### src/scaler_pkg.sv
// power-of-two box averaging only; means truncate, target width is limited to max_tar_width
package scaler_pkg;

    localparam int pix_w         = 8;
    localparam int max_tar_width = 256;
    localparam int tar_width_w   = 9;
    localparam int tar_height_w  = 10;
    localparam int max_x_log2    = 2;
    localparam int max_y_log2    = 2;
    localparam int sum_w         = pix_w + max_x_log2 + max_y_log2; // full 4x4 block of 255
    localparam int in_col_w      = 11;                               // up to 256 << 2 input pixels

    typedef struct packed {
        logic [pix_w-1:0] r;
        logic [pix_w-1:0] g;
        logic [pix_w-1:0] b;
    } rgb_t;

    typedef struct packed {
        logic [1:0]              x_log2;
        logic [1:0]              y_log2;
        logic [tar_width_w-1:0]  tar_width;
        logic [tar_height_w-1:0] tar_height;
    } scale_cfg_t;

    // guard to horizontal stage
    typedef struct packed {
        logic valid;
        rgb_t pixel;
        logic group_end;
        logic row_end;
    } guard_beat_t;

    // horizontal to vertical stage, one beat per finished group
    typedef struct packed {
        logic             valid;
        logic             row_end;
        logic [sum_w-1:0] r_sum;
        logic [sum_w-1:0] g_sum;
        logic [sum_w-1:0] b_sum;
    } hsum_t;

    // place of an input row inside its vertical group
    typedef enum logic [1:0] {
        row_first,
        row_mid,
        row_last,
        row_only
    } row_role_t;

endpackage

### src/h_decimator.sv
// group boundaries come from the guard; sums are raw, normalising happens in the vertical stage
`timescale 1ns/10ps

module h_decimator (
    input  logic                    clk,
    input  logic                    rst_n,
    input  scaler_pkg::scale_cfg_t  cfg,
    input  scaler_pkg::guard_beat_t beat,
    output scaler_pkg::hsum_t       hsum
);

    import scaler_pkg::*;

    logic [max_x_log2-1:0] pos;
    logic [max_x_log2-1:0] grp_last;
    logic                  first;
    logic                  out_vld;
    logic                  out_row_end;
    logic [sum_w-1:0]      acc_r, acc_g, acc_b;
    logic [sum_w-1:0]      nxt_r, nxt_g, nxt_b;
    logic [sum_w-1:0]      out_r, out_g, out_b;

    function automatic logic [sum_w-1:0] add_px(input logic             restart,
                                                input logic [sum_w-1:0] acc,
                                                input logic [pix_w-1:0] px);
        return (restart ? '0 : acc) + sum_w'(px);
    endfunction

    assign grp_last = max_x_log2'((1 << cfg.x_log2) - 1);
    assign first    = pos == '0;

    assign nxt_r = add_px(first, acc_r, beat.pixel.r);
    assign nxt_g = add_px(first, acc_g, beat.pixel.g);
    assign nxt_b = add_px(first, acc_b, beat.pixel.b);

    always_ff @(posedge clk or negedge rst_n) begin
        if (!rst_n) begin
            pos     <= '0;
            out_vld <= 1'b0;
        end else begin
            out_vld <= beat.valid && beat.group_end;
            if (beat.valid) begin
                pos <= (beat.group_end || pos == grp_last) ? '0 : pos + 1'b1; // realign on end
            end
        end
    end

    always_ff @(posedge clk) begin
        if (beat.valid) begin
            acc_r <= nxt_r;
            acc_g <= nxt_g;
            acc_b <= nxt_b;
        end
        if (beat.valid && beat.group_end) begin
            out_r       <= nxt_r;
            out_g       <= nxt_g;
            out_b       <= nxt_b;
            out_row_end <= beat.row_end;
        end
    end

    assign hsum = '{valid: out_vld, row_end: out_row_end,
                    r_sum: out_r, g_sum: out_g, b_sum: out_b};

endmodule

### config.mk
export PLATFORM = sky130hd
export DESIGN_NAME = h_decimator
export DESIGN_NICKNAME = d
export VERILOG_FILES = /design/src/scaler_pkg.sv /design/src/h_decimator.sv
export SDC_FILE = /design/constraint.sdc
export NUM_CORES = 1
export LEC_CHECK = 0
export BUFFER_PORTS_ARGS = -buffer_cell sky130_fd_sc_hd__buf_4
export CAP_MARGIN = 10
export CORE_ASPECT_RATIO = 0.75
export CORE_MARGIN = 5
export CORE_UTILIZATION = 25
export CTS_BUF_LIST = sky130_fd_sc_hd__clkbuf_4
export CTS_CLUSTER_SIZE = 8
export DETAILED_ROUTE_END_ITERATION = 6
export PLACE_DENSITY_LB_ADDON = 0.1
export REMOVE_ABC_BUFFERS = 1
export SYNTH_ARGS = -nofsm -noshare
export SYNTH_HDL_FRONTEND = slang
export SYNTH_SLANG_ARGS = --single-unit
### constraint.sdc
create_clock -name clk -period 5 [get_ports clk]
set_input_delay 1 -clock clk [delete_from_list [all_inputs] [get_ports clk]]
set_output_delay 1 -clock clk [all_outputs]
set_load 0.02 [all_outputs]
==> results of run 1 <==
kinds of logic (layout without fill, tap and decap cells):
| group | count (synthesis) | in the layout | synth area share |
|---|---|---|---|
| muxes | 4 | 4 | 0.01184 |
| and+or+nand+nor | 85 | 85 | 0.1154 |
| DFF | 76 | 76 | 0.5959 |
| buffers and inverters | 13 | 93 | 0.01677 |
| xor gates and xnor gates | 19 | 19 | 0.04374 |
| AOI/OAI and AO/OA | 65 | 65 | 0.1184 |
| adders and majority gates | 28 | 28 | 0.09799 |
Yosys cell counts, types with 4 or more instances:
| cell type | n |
|---|---|
| xnor2_1 | 12 |
| nand3_1 | 5 |
| o21a_1 | 11 |
| nor2_1 | 26 |
| a21oi_1 | 14 |
| o22ai_1 | 4 |
| edfxtp_1 | 73 |
| nand2_1 | 9 |
| inv_1 | 6 |
| xor2_1 | 7 |
| o21ai_0 | 9 |
| mux2_1 | 4 |
| nor2b_1 | 30 |
| a21o_1 | 5 |
| ha_1 | 25 |
| nor3_1 | 5 |
| a211oi_1 | 6 |
final cells by class:
type	instances	area (µm²)	share of cell area
sequential	76	2267	0.4863
clock buffer	13	97.59	0.02093
clock inverter	3	13.76	0.002952
multi-input combinational	201	1475	0.3164
timing repair buffer	70	525.5	0.1127
tap	205	256.5	0.05502
inverter	7	26.28	0.005636
worst paths after layout:
kind	startpoint	endpoint	depth (start not counted)
max in group asynchronous	rst_n	pos[0]$_DFFE_PN0P_	1
max	pos[0]$_DFFE_PN0P_	acc_r[11]$_DFFE_PP_	10
min in group clk	pos[1]$_DFFE_PN0P_	pos[1]$_DFFE_PN0P_	2
min	rst_n	out_vld$_DFF_PN0_	1
max reg2reg	pos[0]$_DFFE_PN0P_	acc_r[11]$_DFFE_PP_	10
min reg2reg	pos[1]$_DFFE_PN0P_	pos[1]$_DFFE_PN0P_	2
registers in the layout, summed over array words and instances, names as in the netlist:
signal       cells
acc_b           12
acc_g           12
acc_r           12
out_b           12
out_g           12
out_r           12
pos              2
out_row_end      1
out_vld          1
cells in the final DEF (no fill, tap or decap), types with 5 or more instances in the layout:
master / n
edfxtp_1: 73
buf_4: 70
nor2b_1: 30
nor2_1: 26
ha_1: 25
a21oi_1: 14
clkbuf_4: 13
xnor2_1: 12
o21a_1: 11
o21ai_0: 9
nand2_1: 9
xor2_1: 7
a211oi_1: 6
inv_1: 6
nand3_1: 5
nor3_1: 5
a21o_1: 5
metrics by stage:
| stage | worst slack [ns] | total power [mW] | util |
|---|---|---|---|
| after global routing | 1.713 | 1.961 | 0.3092 |
| after floorplan | 1.973 | 1.323 | - |
| after global placement | 1.980 | 1.514 | 0.3018 |
| after CTS | 1.983 | 1.864 | 0.3092 |
| after detailed placement | 1.943 | 1.514 | 0.3018 |
| final | 2.046 | 1.829 | 0.3092 |
metal layers:
metal	share of wire	wire (µm)	up-vias
met5	0	0	-
met1	0.53	4303	1143
li1	-	-	1237
met4	0.013	107	0
met3	0.057	466	8
met2	0.40	3263	61
power by group:
group          internal (mW)  switching [mW]
Sequential             0.863          0.0334
Combinational          0.256           0.344
Clock                  0.122           0.211
Total                   1.24           0.588
==> flow_summary.ini, run 1 <==
[run_status]
run_status = complete, no violations

[cells_and_area]
diodes = 0
fin_cells = 575
post-route-cell-area_mm2 = 0.004662
final_nets = 445
fillers = 1530
layout-drive-gt1-share = 0.2432
area_growth_from_synthesis_to_layout_pct = 22.53

[clocking]
post-cts-setup-buffers = 0
cts.repair.resized = 0
clock_latency_ns = 0.41
clk_pin_slew_worst_paths_ns = 0.12
clock_tree_from_tritoncts = done
cts.sinks = 76
clock_tree.buffer_depth = 2
cts_hold_bufs = 0
cts_buffers = 9
htree_num_levels = 3
clock_tree.root_cell = clkbuf_4

[grt]
grt_antenna_before_repair = 0
first_global_vias = 2423
grt_pass1_wl_mm = 12.89
gr-max-usage-layer = met2
grt_start_max_net_pins = 42
grt_use_met3 = 0.03859
grt_util_met2 = 0.1346
grt_util_all_layers = 0.09381
met1_usage = 0.1302
grt_overflow = 0

[synthesis]
synth_ff_type = edfxtp_1
yosysWarnings = 0
ys_async_sr_fraction = 0.03947
synth_largest_type_area_fraction = 0.5761
synth_enable_flop_cells = 73
netlist_instances = 290
synth.largest_area_cell = edfxtp_1
number_of_register_bits_inferred_by_synthesis = 76
netlist_top_cells_area = edfxtp_1 58%, ha_1 8.2%, nor2b_1 4.9%
synth.yosys.seq_area_share = 0.5959
ys_types = 40
post_synth_instance_area_mm2 = 0.003805
syn_avg_cell_area_um2 = 13.12

[floorplanning]
io-pin-count = 90
design.die.area_mm2 = 0.01781
num_rows = 39
horizontal_extent_of_the_die_um = 152.5
die_height_um = 116.8
floorplan.initialDensity = 0.2523
core_area_mm2 = 0.01508

[critical_path]
reg2reg_setup_slack_ns = 2.05
endpoint_kind = flip-flop
worst_path_largest_cell_delay_ns = 0.50
max_fo_critical_path = 19
critical_path.startpoint_type = flip-flop
critical_path_top_delay_cell = a2111oi_0
critical_path_required_ns = 5.17
timing.critical_path.mode_cell = ha_1
crit_chain = inv_1 > ha_1 > buf_4 > nor2b_1 > ha_1 > a2111oi_0 > o211ai_1 > a31oi_1 > or3_1 > a21oi_1
worstPathBufferInverterCount = 2
timing.critical_path.arrival_ns = 3.12
criticalPathCategory = reg2reg
critical-path-top-delay-family = compound AO/OA/AOI/OAI gates

[route]
drt_total_wl_mm = 8.140
drc = 0
first_pass_iters = 4
drtIter0Drc = 132
via_count = 2449
routed_via_density = 4.259
routedWlPerCell_um = 14.16
antenna_violating_nets_post_route = 0

[timing]
finalSetupViolCount = 0
period_minus_slack_ns = 2.954
final_hold_viol_count = 0
grt_setup_unrepaired = false
fin_worst_skew_ns = 0.01476
final.setup.tns_ns = 0
achievable-frequency_ghz = 0.3385
whs_ns = 0.3539
tightestPinTransition_ns = 0.9914
post-route-period-util = 0.5909
final-max-slew-violation-count = 0
max-slew-margin-rel = 0.3391

[placed_design]
io_buffer_count = 68
gp_congestion = 0.7486
post_place_cells = 559
dp_hpwl_mm = 5.565
placedInstanceArea_mm2 = 0.004551

[power]
pwr_density_cell_mw_per_mm2 = 392.3
static_power_due_to_leakage_nw = 1.812
worst_ir_drop_vdd_v = 0.0001177

[hold_path]
hold_path.class = in2async

[flow_run]
maxCapViolCount = 0
No activity file was read; power rests on OpenSTA's default activity.
==> run 2, diff against run 1 <==
- clock period: 5 -> 2.75 ns (I/O delays scaled with it)
==> flow_summary.ini, run 2 (same netlist as run 1, synthesis figures left out) <==
[clocking]
cts.sinks = 76
clock_latency_ns = 0.44
cts_buffers = 9
clock_tree.root_cell = clkbuf_4
htree_num_levels = 3
clock_tree.buffer_depth = 2
clock_tree_from_tritoncts = done
post-cts-setup-buffers = 0
clk_pin_slew_worst_paths_ns = 0.10

[timing]
post-route-period-util = 0.9498
finalSetupViolCount = 0
tightestPinTransition_ns = 0.5867
max-slew-margin-rel = 0.6088
final.setup.tns_ns = 0
achievable-frequency_ghz = 0.3828
period_minus_slack_ns = 2.612
grt_setup_unrepaired = true
final_hold_viol_count = 0
fin_worst_skew_ns = 0.01683
final-max-slew-violation-count = 0

[run_status]
run_status = complete, no violations

[route]
routedWlPerCell_um = 14.11
first_pass_iters = 4
drtIter0Drc = 140
drt_total_wl_mm = 8.451
drc = 0
routed_via_density = 4.314
via_count = 2584
antenna_violating_nets_post_route = 0

[power]
static_power_due_to_leakage_nw = 1.941
power.internal_mw = 2.355
switching_share = 0.3214
clock_power_share = 0.175
switchingPower_mw = 1.115
pwr_density_cell_mw_per_mm2 = 704.1
share_comb_of_total_power = 0.356
worst_ir_drop_vdd_v = 0.0002368
sequentialPowerShare = 0.469

[flow_run]
maxCapViolCount = 0

[floorplanning]
floorplan.initialDensity = 0.2523
horizontal_extent_of_the_die_um = 152.5
core_area_mm2 = 0.01508
die_height_um = 116.8
design.die.area_mm2 = 0.01781
num_rows = 39
io-pin-count = 90

[critical_path]
reg2reg_setup_slack_ns = 0.14
critical_path_required_ns = 2.94
timing.critical_path.arrival_ns = 2.80
criticalPathCategory = reg2reg
max_fo_critical_path = 16
critical_path.startpoint_type = flip-flop
endpoint_kind = flip-flop

[hold_path]
hold_path.class = in2reg

[grt]
first_global_vias = 2631
grt_util_all_layers = 0.1001
grt_start_max_net_pins = 41
grt_overflow = 0
grt_antenna_before_repair = 0
grt_pass1_wl_mm = 13.68

[cells_and_area]
multi_input_area_mm2 = 0.001543
finish.utilization = 0.3269
fillers = 1531
diodes = 0
layout-drive-gt1-share = 0.3249
area_growth_from_synthesis_to_layout_pct = 29.53
final_nets = 469
mostFrequentLayoutCell = buf_4
seqCellArea_mm2 = 0.002267
mostFrequentLayoutCells = 91 x buf_4, 73 x edfxtp_1, 29 x nor2b_1, 24 x nor2_1, 21 x ha_1

[placed_design]
io_buffer_count = 68
dp_hpwl_mm = 6.126
gp_congestion = 0.7184
-- run 2: changes by cell type in the layout (fill, tap and decap cells not counted), sizes merged --
cell         delta
dlygate4sd3     +1
buf            +23
-- run 2: critical path: stages (launching register included) --
cell	delay, ns
dfrtp_1	0.39
inv_1	0.09
ha_2	0.21
buf_4	0.16
buf_6	0.18
nor2b_1	0.06
ha_1	0.34
o21a_1	0.14
o21a_1	0.15
o41ai_4	0.10
o22ai_1	0.19
mux2_1	0.36
-- run 2: per-stage QoR --
| stage | worst slack [ns] | power, mW | hold WS (ns) | cells | cell area [µm²] |
|---|---|---|---|---|---|
| 2_1_floorplan | -0.2773 | 2.406 | 0.2544 | 284 | 3767 |
| 3_3_place_gp | 0.02298 | 2.848 | 0.3396 | 582 | 4736 |
| 3_5_place_dp | 0.03574 | 2.850 | 0.3409 | 582 | 4736 |
| 4_1_cts | 0.04377 | 3.502 | 0.2128 | 599 | 4863 |
| 5_1_grt | -0.01929 | 3.732 | 0.2316 | 599 | 4928 |
| 6_report | 0.1379 | 3.470 | 0.2901 | 599 | 4928 |
-- run 2: cell type report --
cell class                      count  share of cell area
Clock buffer                       13             0.01980
Inverter                            7            0.005331
Tap cell                          205             0.05204
Multi-Input combinational cell    201              0.3130
Clock inverter                      3            0.002793
Sequential cell                    76              0.4600
Timing Repair Buffer               94              0.1470
-- run 2: final timing paths --
check                              startpoint                     to  depth (start not counted)
max                        pos[0]$_DFFE_PN0P_    acc_g[11]$_DFFE_PP_                         11
min                                   beat[0]  out_row_end$_DFFE_PP_                          1
max reg2reg                pos[0]$_DFFE_PN0P_    acc_g[11]$_DFFE_PP_                         11
min reg2reg                pos[0]$_DFFE_PN0P_     pos[0]$_DFFE_PN0P_                          3
max in group asynchronous               rst_n     pos[0]$_DFFE_PN0P_                          2
min in group asynchronous               rst_n      out_vld$_DFF_PN0_                          2
-- run 2: layer usage --
metal / global-route usage / share of wire / up-vias
met5: 0 / 0 / -
met4: 0.03917 / 0.018 / 0
met3: 0.04263 / 0.065 / 13
met2: 0.1441 / 0.40 / 64
met1: 0.1342 / 0.52 / 1217
li1: - / - / 1290
-- run 2: repair_timing --
| action | 4_1_cts | 5_1_grt |
|---|---|---|
| endpoints found under the hold margin | 3 | 0 |
| pin swaps | 0 | 3 |
| resized for setup | 1 | 19 |
| gates cloned | 0 | 0 |
| hold buffers | 1 | 0 |
| setup endpoints to repair | 4 | 22 |
-- run 2: power by group through the flow --
stage          clock network (mW)  logic, mW  registers [mW]
3_3_place_gp                    0       1.20            1.65
5_1_grt                     0.701       1.38            1.65
6_report                    0.607       1.24            1.63
2_1_floorplan                   0      0.676            1.73
4_1_cts                     0.660       1.21            1.63
3_5_place_dp                    0       1.20            1.66
