[config.mk]
export PLATFORM = sky130hd
export DESIGN_NAME = stream_guard
export DESIGN_NICKNAME = d
export VERILOG_FILES = /design/src/scaler_pkg.sv /design/src/stream_guard.sv
export SDC_FILE = /design/constraint.sdc
export NUM_CORES = 1
export LEC_CHECK = 0
export BUFFER_PORTS_ARGS = -buffer_cell sky130_fd_sc_hd__buf_2
export CAP_MARGIN = 5
export CORE_ASPECT_RATIO = 0.8
export CORE_MARGIN = 2
export CORE_UTILIZATION = 44
export CTS_CLUSTER_SIZE = 10
export DETAILED_ROUTE_END_ITERATION = 6
export GPL_TIMING_DRIVEN = 0
export PLACE_DENSITY = 0.75
export SYNTH_ARGS = -nofsm -noshare
export SYNTH_HDL_FRONTEND = slang
export SYNTH_SLANG_ARGS = --single-unit
export TNS_END_PERCENT = 1
[constraint.sdc]
create_clock -name clk -period 10 [get_ports clk]
set_input_delay 0.5 -clock clk [delete_from_list [all_inputs] [get_ports clk]]
set_output_delay 0.5 -clock clk [all_outputs]
set_load 0.02 [all_outputs]
[src/scaler_pkg.sv]
// power-of-two box averaging only; means truncate, target width is limited to max_tar_width
package scaler_pkg;

    localparam int pix_w         = 8;
    localparam int max_tar_width = 256;
    localparam int tar_width_w   = 9;
    localparam int tar_height_w  = 10;
    localparam int max_x_log2    = 2;
    localparam int max_y_log2    = 2;
    localparam int sum_w         = pix_w + max_x_log2 + max_y_log2; // full 4x4 block of 255
    localparam int in_col_w      = 11;                               // up to 256 << 2 input pixels

    typedef struct packed {
        logic [pix_w-1:0] r;
        logic [pix_w-1:0] g;
        logic [pix_w-1:0] b;
    } rgb_t;

    typedef struct packed {
        logic [1:0]              x_log2;
        logic [1:0]              y_log2;
        logic [tar_width_w-1:0]  tar_width;
        logic [tar_height_w-1:0] tar_height;
    } scale_cfg_t;

    // guard to horizontal stage
    typedef struct packed {
        logic valid;
        rgb_t pixel;
        logic group_end;
        logic row_end;
    } guard_beat_t;

    // horizontal to vertical stage, one beat per finished group
    typedef struct packed {
        logic             valid;
        logic             row_end;
        logic [sum_w-1:0] r_sum;
        logic [sum_w-1:0] g_sum;
        logic [sum_w-1:0] b_sum;
    } hsum_t;

    // place of an input row inside its vertical group
    typedef enum logic [1:0] {
        row_first,
        row_mid,
        row_last,
        row_only
    } row_role_t;

endpackage

[src/stream_guard.sv]
// config is sampled only on the vsync falling edge; a sync error holds the stream until reset
`timescale 1ns/10ps

module stream_guard (
    input  logic                                 clk,
    input  logic                                 rst_n,
    input  logic                                 vsync,
    input  logic                                 hsync,
    input  logic                                 data_enable,
    input  scaler_pkg::rgb_t                     pix_in,
    input  logic [1:0]                           x_factor_log2,
    input  logic [1:0]                           y_factor_log2,
    input  logic [scaler_pkg::tar_width_w-1:0]   tar_width,
    input  logic [scaler_pkg::tar_height_w-1:0]  tar_height,
    output scaler_pkg::scale_cfg_t               cfg,
    output logic                                 frame_start,
    output scaler_pkg::guard_beat_t              beat
);

    import scaler_pkg::*;

    logic                  vsync_d;
    logic                  vsync_fall;
    logic                  cfg_ok;
    logic                  cfg_valid;
    logic                  sync_err;
    logic [in_col_w-1:0]   in_col;
    logic [in_col_w-1:0]   last_col;
    logic [max_x_log2-1:0] grp_mask;

    assign vsync_fall = vsync_d && !vsync;

    // x must decimate, y may pass rows through
    assign cfg_ok = (x_factor_log2 != 2'd0) && (x_factor_log2 <= max_x_log2) &&
                    (y_factor_log2 <= max_y_log2) &&
                    (tar_width != '0) && (tar_width <= max_tar_width) &&
                    (tar_height != '0);

    always_ff @(posedge clk or negedge rst_n) begin
        if (!rst_n) begin
            vsync_d     <= 1'b0;
            frame_start <= 1'b0;
            cfg_valid   <= 1'b0;
            cfg         <= '0;
        end else begin
            vsync_d     <= vsync;
            frame_start <= vsync_fall;
            if (vsync_fall) begin
                cfg_valid <= cfg_ok;
                cfg       <= '{x_log2: x_factor_log2, y_log2: y_factor_log2,
                               tar_width: tar_width, tar_height: tar_height};
            end
        end
    end

    assign last_col = (in_col_w'(cfg.tar_width) << cfg.x_log2) - in_col_w'(1);
    assign grp_mask = max_x_log2'((1 << cfg.x_log2) - 1);

    always_comb begin
        beat.valid     = data_enable && cfg_valid && !sync_err;
        beat.pixel     = pix_in;
        beat.group_end = (in_col[max_x_log2-1:0] & grp_mask) == grp_mask;
        beat.row_end   = in_col == last_col;
    end

    // accepted pixels in the current input row
    always_ff @(posedge clk or negedge rst_n) begin
        if (!rst_n) begin
            in_col <= '0;
        end else if (vsync_fall) begin
            in_col <= '0;
        end else if (beat.valid) begin
            in_col <= beat.row_end ? '0 : in_col + in_col_w'(1);
        end
    end

    // hsync inside a row means pixels were lost
    always_ff @(posedge clk or negedge rst_n) begin
        if (!rst_n) begin
            sync_err <= 1'b0;
        end else if (hsync && in_col != '0) begin
            sync_err <= 1'b1; // sticky
        end
    end

endmodule

==> results of run 1 <==
## path summary, 6_finish.rpt
kind	from	to	slack (ns)	cells after the start
min	rst_n	in_col[6]$_DFFE_PN0P_	0.31	1
min in group clk	vsync	vsync_d$_DFF_PN0_	0.33	1
max	cfg[21]$_DFFE_PN0P_	beat[0]	5.70	13
max reg2reg	cfg[21]$_DFFE_PN0P_	in_col[8]$_DFFE_PN0P_	6.09	13
min reg2reg	sync_err$_DFFE_PN0P_	sync_err$_DFFE_PN0P_	0.45	1
max in group asynchronous	rst_n	cfg[1]$_DFFE_PN0P_	9.16	1
## logic make-up (layout without fill, tap and decap cells)
logic type	Yosys count	after routing	share of synthesized area, %
AO/OA/AOI/OAI	34	34	9.80
XOR/XNOR	27	27	9.03
adder cells (fa/ha/maj)	3	3	1.43
buffers and inverters	49	135	11.2
flip-flops	38	38	36.3
multiplexers	19	19	8.07
AND/OR/NAND/NOR	142	142	24.2
## area by class of cell
cell class	count	area share, %
Buffer	42	8.32
Tap cell	81	3.17
Sequential cell	38	29.7
Inverter	7	0.821
Multi-Input combinational cell	225	42.9
Clock inverter	1	0.156
Timing Repair Buffer	78	12.2
Clock buffer	7	2.70
## cells in the mapped netlist, drive strengths merged, types with 2 or more instances
cell,number,share of area [%]
o21bai,2,0.57
nor2,22,3.2
nand2b,2,0.48
clkbuf,13,1.9
ha,3,1.4
nor2b,2,0.48
o311ai,3,1.0
o21ai,6,1.1
nor4,7,1.7
nand3,10,1.9
dfrtp,38,36
xor2,13,4.3
a211oi,3,1.1
mux2,7,3.0
mux2i,11,4.2
or4,2,0.72
nand2,81,12
nor3,4,0.76
nand4,3,0.72
a21oi,10,2.2
xnor2,14,4.7
buf,29,8.3
inv,6,0.86
or2,3,0.72
## per-layer routing
layer | vias up | share of wire (%)
met5 | - | 0
met4 | 0 | 1.1
met3 | 5 | 6.8
met2 | 66 | 47
met1 | 1128 | 45
li1 | 1193 | -
## power by group
part	internal, mW	total, mW	switching (mW)
logic	0.0740	0.177	0.103
clock network	0.0556	0.108	0.0520
registers	0.169	0.184	0.0151
total	0.298	0.468	0.170
## worst reg2reg max path, cell delays in order (launching register included)
cell	delay, ns
dfrtp_1	0.48
buf_2	0.29
buf_2	0.28
mux2i_1	0.10
or2_2	0.28
ha_1	0.21
xnor2_1	0.24
xnor2_1	0.15
nor2_1	0.05
nor4_1	0.32
o311ai_1	0.15
or4_4	0.58
o41ai_4	0.54
nor2_1	0.11
## sequential cells by signal, summed over array words and instances, names as in the netlist
name and flops:
frame_start 1, cfg 23, vsync_d 1, cfg_valid 1
sync_err 1, in_col 11
## through the flow
| stage | worst slack [ns] | hold slack [ns] | util, % | instance area [um2] | cells |
|---|---|---|---|---|---|
| 2_1_floorplan | 6.15 | 0.204 | - | 2620 | 312 |
| 3_3_place_gp | 6.03 | 0.432 | 53.5 | 3110 | 471 |
| 3_5_place_dp | 6.05 | 0.437 | 53.5 | 3110 | 471 |
| 4_1_cts | 5.71 | 0.319 | 55.0 | 3200 | 479 |
| 5_1_grt | 5.49 | 0.320 | 55.0 | 3200 | 479 |
| 6_report | 5.70 | 0.312 | 55.0 | 3200 | 479 |
==> results.json, run 1 <==
{
  "drt_iter0_drc": 117,
  "status": "complete, no violations",
  "finalClockSkew_ns": 0.00544,
  "yosys_warnings": 0,
  "fin_setup_tns_ns": 0,
  "clockBufferDepth": 2,
  "synth-edff-count": 0,
  "vias": 2392,
  "grt_util_all_layers_pct": 19.5,
  "busiest_layer": "met2",
  "drv_slew": 0,
  "layout_common_cells": "81 x nand2_1, 80 x buf_2, 38 x dfrtp_1",
  "slew_headroom_pct": 44.2,
  "drive_gt1_share_pct": 32.4,
  "avgViaCountPerCell": 4.99,
  "cp-start-kind": "flop",
  "grt_first_pass_wirelength_mm": 10.3,
  "syn_avg_cell_area_um2": 8.39,
  "hold_buffers": 0,
  "met3_usage_pct": 4.65,
  "p_leak_nw": 1.60,
  "crit_chain": "buf_2 -> buf_2 -> mux2i_1 -> or2_2 -> ha_1 -> xnor2_1 -> xnor2_1 -> nor2_1 -> nor4_1 -> o311ai_1 -> or4_4 -> nor3_1 -> buf_2",
  "area_delta_synth_final_pct": 22.3,
  "layout_commonest_cell": "nand2_1",
  "synth-seq-cells": 38,
  "cts_made_buffers": 5,
  "crit_path_frequent_cell": "buf_2",
  "ant_nets": 0,
  "die_w_um": 90.3,
  "final-seq-area_um2": 951,
  "power.density_mw_per_mm2": 146,
  "final.min_clock_period_ns": 4.30,
  "ys_dominant_reg_cell": "dfrtp_1",
  "remaining_drc_errors": 0,
  "cp_slowest_cell": "or4_4",
  "crit_required_ns": 9.50,
  "synth_area_mm2": 0.00262,
  "ios": 103,
  "tightestPinTransition_ns": 0.838,
  "antenna_found_initial": 0,
  "worstSetupEndpointType": "output pin",
  "fin_nets": 452,
  "die-area_mm2": 0.00659,
  "critical-path-max-stage-delay_ns": 0.58,
  "async_flop_share_pct": 100,
  "multi_input_area_mm2": 0.00138,
  "core_mm2": 0.00582,
  "cp_max_fo": 10,
  "timing.fmax_mhz": 232,
  "place.gp.congestion": 0.850,
  "h-tree-depth": 2,
  "die-height_um": 73,
  "fillers": 600,
  "cp_num_buf_inv": 3,
  "fin_crit_sh_pct": 43.0,
  "postCtsResizedCells": 0,
  "power_uw": 468,
  "path_class": "flop to output pin",
  "routed_wl_mm": 6.17,
  "ys_seq_area_share_pct": 36.3,
  "diodes": 0,
  "root_buffer": "clkbuf_8",
  "synth.distinct_cells": 52,
  "portBuffers": 78,
  "clk_pin_slew_ns": 0.07,
  "syn_inst": 312,
  "place_hpwl_mm": 4.86,
  "hold_viol_final": 0,
  "grt_max_degree": 39,
  "cts_tree": "yes",
  "core.rowCount": 25,
  "maxCapViolations": 0,
  "clock-sinks": 38,
  "groute.layer.met2.usage_pct": 32.9,
  "post_cts_buffers": 0,
  "grt_pass1_vias": 2239,
  "use_met1_pct": 25.2,
  "start_util_pct": 45.0,
  "rsz0062_at_grt": "no",
  "worstSkewPairLatency_ns": 0.29,
  "hp-class": "input port to async pin",
  "finalSetupViolations": 0,
  "grt_overflow": 0,
  "cp_data_arrival_time_ns": 3.80,
  "synth_nets": 367,
  "routedWlPerCell_um": 12.9,
  "peakVddDrop_uv": 67.4,
  "critPathTopFamily": "simple AND/OR/NAND/NOR gates",
  "drtPass1Iterations": 4
}
(Power assumes the default switching activity.)
==> run 2, diff against run 1 <==
clock period = 4.1 ns   (was 10 ns; I/O delays follow)
==> results.json, run 2 (same netlist as run 1, synthesis figures left out) <==
{
  "timing.fmax_mhz": 257,
  "clkPwrFrac_pct": 22.9,
  "diodes": 0,
  "die_w_um": 90.3,
  "grt_overflow": 0,
  "worst_hold_slack_ns": 0.0171,
  "combPwrFrac_pct": 37.8,
  "hold_viol_final": 0,
  "antenna_found_initial": 0,
  "ant_nets": 0,
  "largest_reg_flops": 23,
  "fin_setup_tns_ns": 0,
  "die-area_mm2": 0.00659,
  "p_sw_uw": 412,
  "cp_max_fo": 10,
  "drt_iter0_drc": 123,
  "routed_wl_mm": 6.14,
  "cts_made_buffers": 5,
  "cp_data_arrival_time_ns": 3.68,
  "core_mm2": 0.00582,
  "grt_first_pass_wirelength_mm": 10.3,
  "drtPass1Iterations": 4,
  "worstSkewPairLatency_ns": 0.29,
  "reg_top3": "cfg (23), in_col (11)",
  "ios": 103,
  "layout_setup_ws_ns": 0.215,
  "portBuffers": 78,
  "grt_pass1_vias": 2239,
  "maxCapViolations": 0,
  "clock-sinks": 38,
  "root_buffer": "clkbuf_8",
  "fillers": 600,
  "remaining_drc_errors": 0,
  "vias": 2381,
  "core.rowCount": 25,
  "slew_headroom_pct": 44.1,
  "drive_gt1_share_pct": 32.7,
  "worstSetupEndpointType": "output pin",
  "fin_crit_sh_pct": 94.8,
  "power_mw": 1.14,
  "start_util_pct": 45.0,
  "power.density_mw_per_mm2": 356,
  "cp-start-kind": "flop",
  "internal_power_uw": 728,
  "switching_share_pct": 36.1,
  "place_hpwl_mm": 4.86,
  "layout_common_cells": "81 x nand2_1, 79 x buf_2, 37 x dfrtp_1",
  "hp-class": "input port to async pin",
  "tightestPinTransition_ns": 0.839,
  "grt_util_all_layers_pct": 19.5,
  "peakVddDrop_uv": 163,
  "crit_required_ns": 3.89,
  "grt_max_degree": 39,
  "seqPwrFrac_pct": 39.3,
  "die-height_um": 73,
  "area_delta_synth_final_pct": 22.4,
  "drv_slew": 0,
  "clk_pin_slew_ns": 0.07,
  "p_leak_nw": 1.60,
  "final.min_clock_period_ns": 3.88,
  "cts_tree": "yes",
  "status": "complete, no violations",
  "hold_buffers": 0,
  "routedWlPerCell_um": 12.8,
  "h-tree-depth": 2,
  "layout_commonest_cell": "nand2_1",
  "finalClockSkew_ns": 0.00430,
  "clockBufferDepth": 2,
  "top_register": "cfg",
  "place.gp.congestion": 0.850,
  "fin_nets": 452,
  "preCtsSetupSlack_ns": 0.252,
  "path_class": "flop to output pin",
  "finalSetupViolations": 0,
  "avgViaCountPerCell": 4.97,
  "rsz0062_at_grt": "no"
}
run 2: cell types whose count changed in the layout (fill, tap and decap cells not counted), sizes merged:
cell / change
clkbuf: +1
buf: -1
run 2: layout make-up:
cell class	instances	area (um2)	area share, %
multi-input combinational	225	1380	42.9
sequential	38	952	29.7
timing repair buffer	78	390	12.2
buffer	42	269	8.39
tap	81	101	3.16
clock buffer	7	86.3	2.69
inverter	7	26.3	0.820
clock inverter	1	5.00	0.156
run 2: power by group through the flow:
stage / clock [mW] / sequential, mW / combinational [mW]
floorplan: 0 / 0.483 / 0.280
global placement: 0 / 0.452 / 0.422
detailed placement: 0 / 0.454 / 0.432
CTS: 0.270 / 0.448 / 0.433
global route: 0.287 / 0.454 / 0.477
finish: 0.262 / 0.448 / 0.431
run 2: final timing paths:
kind                            slack [ns]  cells past startpoint                  from                     to
worst max-delay path                  0.22                     13   cfg[21]$_DFFE_PN0P_                beat[0]
worst min-delay path                  0.02                      1                 rst_n  in_col[6]$_DFFE_PN0P_
worst max register to register        0.31                     13   cfg[21]$_DFFE_PN0P_  in_col[8]$_DFFE_PN0P_
worst min register to register        0.45                      1  sync_err$_DFFE_PN0P_   sync_err$_DFFE_PN0P_
max in group asynchronous             3.50                      1                 rst_n    cfg[21]$_DFFE_PN0P_
min in group clk                      0.03                      1                 vsync      vsync_d$_DFF_PN0_
run 2: critical path, cell delays in order (launching register included):
cell and delay [ns]:
dfrtp_2 0.44, clkbuf_4 0.23, buf_2 0.26, mux2i_1 0.10, or2_2 0.28, ha_1 0.21, xnor2_1 0.24, xnor2_1 0.15
nor2_1 0.05, nor4_1 0.32, o311ai_1 0.15, or4_4 0.58, nor3_1 0.18, buf_2 0.20
run 2: layer usage:
layer	GRT usage, %	share of wire (%)
met4	6.15	1.1
met3	4.65	7.1
met5	0	0
met1	25.2	45
met2	32.9	47
run 2: per-stage QoR:
stage / utilization (%) / cell area (um2) / instances
finish: 55.1 / 3210 / 479
global route: 55.1 / 3210 / 479
CTS: 55.0 / 3200 / 479
detailed placement: 53.5 / 3110 / 471
global placement: 53.5 / 3110 / 471
floorplan: - / 2620 / 312
run 2: what timing repair did:
item,in CTS,in global routing
buffers inserted,0,0
endpoints found under the setup margin,0,9
gates resized for setup,0,2
==> run 3, diff against run 2 <==
ABC_CLOCK_PERIOD_IN_PS = 4100   (was default)
BUFFER_PORTS_ARGS = default   (was -buffer_cell sky130_fd_sc_hd__buf_2)
DONT_BUFFER_PORTS = 1   (was default)
PLACE_DENSITY = 0.61   (was 0.75)
REMOVE_ABC_BUFFERS = 1   (was default)
==> results.json, run 3 (same netlist as run 1, synthesis figures left out) <==
{
  "status": "complete, no violations",
  "start_util_pct": 45.0,
  "routedWlPerCell_um": 17.1,
  "slew_headroom_pct": 33.6,
  "diodes": 0,
  "ant_nets": 0,
  "top_register": "cfg",
  "drt_iter0_drc": 143,
  "hp-class": "input port to flop",
  "place_hpwl_mm": 4.56,
  "clockBufferDepth": 2,
  "cp_max_fo": 25,
  "cp_data_arrival_time_ns": 3.58,
  "drv_slew": 0,
  "remaining_drc_errors": 0,
  "area_delta_synth_final_pct": 3.06,
  "grt_max_degree": 39,
  "grt_overflow": 0,
  "die-area_mm2": 0.00659,
  "path_class": "flop to output pin",
  "cts_tree": "yes",
  "reg_top3": "cfg (23), in_col (11)",
  "grt_pass1_vias": 2108,
  "p_leak_nw": 1.19,
  "cts_made_buffers": 5,
  "cp-start-kind": "flop",
  "layout_commonest_cell": "nand2_1",
  "finalClockSkew_ns": 0.0110,
  "layout_setup_ws_ns": 0.312,
  "vias": 1996,
  "portBuffers": 0,
  "tightestPinTransition_ns": 0.995,
  "groute.layer.met2.usage_pct": 27.5,
  "clock-sinks": 38,
  "hold_viol_final": 0,
  "routed_wl_mm": 6.29,
  "drtPass1Iterations": 4,
  "fin_nets": 341,
  "place.gp.congestion": 0.897,
  "antenna_found_initial": 0,
  "die_w_um": 90.3,
  "drive_gt1_share_pct": 9.41,
  "final.min_clock_period_ns": 3.79,
  "core.rowCount": 25,
  "worstSetupEndpointType": "output pin",
  "ios": 103,
  "layout_common_cells": "81 x nand2_1, 36 x dfrtp_1, 22 x nor2_1",
  "clk_pin_slew_ns": 0.09,
  "peakVddDrop_uv": 235,
  "busiest_layer": "met1",
  "h-tree-depth": 2,
  "fin_setup_tns_ns": 0,
  "use_met1_pct": 28.5,
  "grt_first_pass_wirelength_mm": 10.4,
  "rsz0062_at_grt": "no",
  "grt_util_all_layers_pct": 20.2,
  "post_cts_buffers": 0,
  "fin_crit_sh_pct": 92.4,
  "finalSetupViolations": 0,
  "root_buffer": "clkbuf_8",
  "met3_usage_pct": 9.71,
  "maxCapViolations": 0,
  "crit_required_ns": 3.89,
  "worstSkewPairLatency_ns": 0.30,
  "die-height_um": 73,
  "core_mm2": 0.00582,
  "timing.fmax_mhz": 264,
  "power.density_mw_per_mm2": 436,
  "preCtsSetupSlack_ns": 0.0541,
  "avgViaCountPerCell": 5.42,
  "largest_reg_flops": 23
}
## run 3: critical path, stage by stage, from the launching register on
cell	delay, ns
dfrtp_2	0.71
mux2i_1	0.13
or2_2	0.29
ha_1	0.21
xnor2_1	0.30
xnor2_1	0.17
nor2_1	0.06
nor4_1	0.30
o311ai_1	0.15
or4_4	0.58
nor3_2	0.37
## run 3: area by class of cell
cell class,count,area [um2]
clock buffer,5,68.8
clock inverter,3,68.8
fill,594,3120
inverter,7,26.3
multi-input combinational,225,1380
sequential,38,953
tap,81,101
timing repair buffer,9,100
## run 3: metrics by stage
| stage | util (%) | hold WS (ns) | cells | cell area (um2) | power, mW |
|---|---|---|---|---|---|
| 2_1_floorplan | - | -0.0906 | 270 | 2350 | 0.718 |
| 6_report | 46.4 | 0.00704 | 368 | 2700 | 1.18 |
| 3_3_place_gp | 42.2 | -0.0894 | 351 | 2450 | 0.772 |
| 3_5_place_dp | 42.2 | -0.0899 | 351 | 2450 | 0.779 |
| 4_1_cts | 46.4 | 0.00242 | 368 | 2700 | 1.19 |
| 5_1_grt | 46.4 | 0.00436 | 368 | 2700 | 1.24 |
## run 3: layer usage
layer | routed length, um | share of wire, %
met4 | 67 | 1.1
met2 | 2420 | 39
met3 | 704 | 11
met1 | 3100 | 49
met5 | 0 | 0
## run 3: what timing repair did
| action | in CTS | in global routing |
|---|---|---|
| setup endpoints to repair | 1 | 10 |
| hold buffers | 9 | 0 |
| endpoints found under the hold margin | 45 | 0 |
| gates resized for setup | 2 | 1 |
## run 3: worst paths after layout
kind                       cells past startpoint                     to                 start  slack (ns)
hold / removal                                 2     cfg[6]$_DFFE_PN0P_         tar_height[6]       0.007
setup / recovery                              10                beat[0]   cfg[21]$_DFFE_PN0P_        0.31
hold reg to reg                                1   sync_err$_DFFE_PN0P_  sync_err$_DFFE_PN0P_        0.45
max in group asynchronous                      2    cfg[21]$_DFFE_PN0P_                 rst_n        3.52
setup reg to reg                              11  in_col[4]$_DFFE_PN0P_   cfg[21]$_DFFE_PN0P_        0.36
min in group asynchronous                      2  in_col[1]$_DFFE_PN0P_                 rst_n        0.38
## run 3: report_power, final
group	leakage, nW	internal, mW	switching (mW)
registers	0.483	0.411	0.0976
clock network	0.0683	0.244	0.145
logic	0.636	0.127	0.153
total	1.19	0.782	0.396
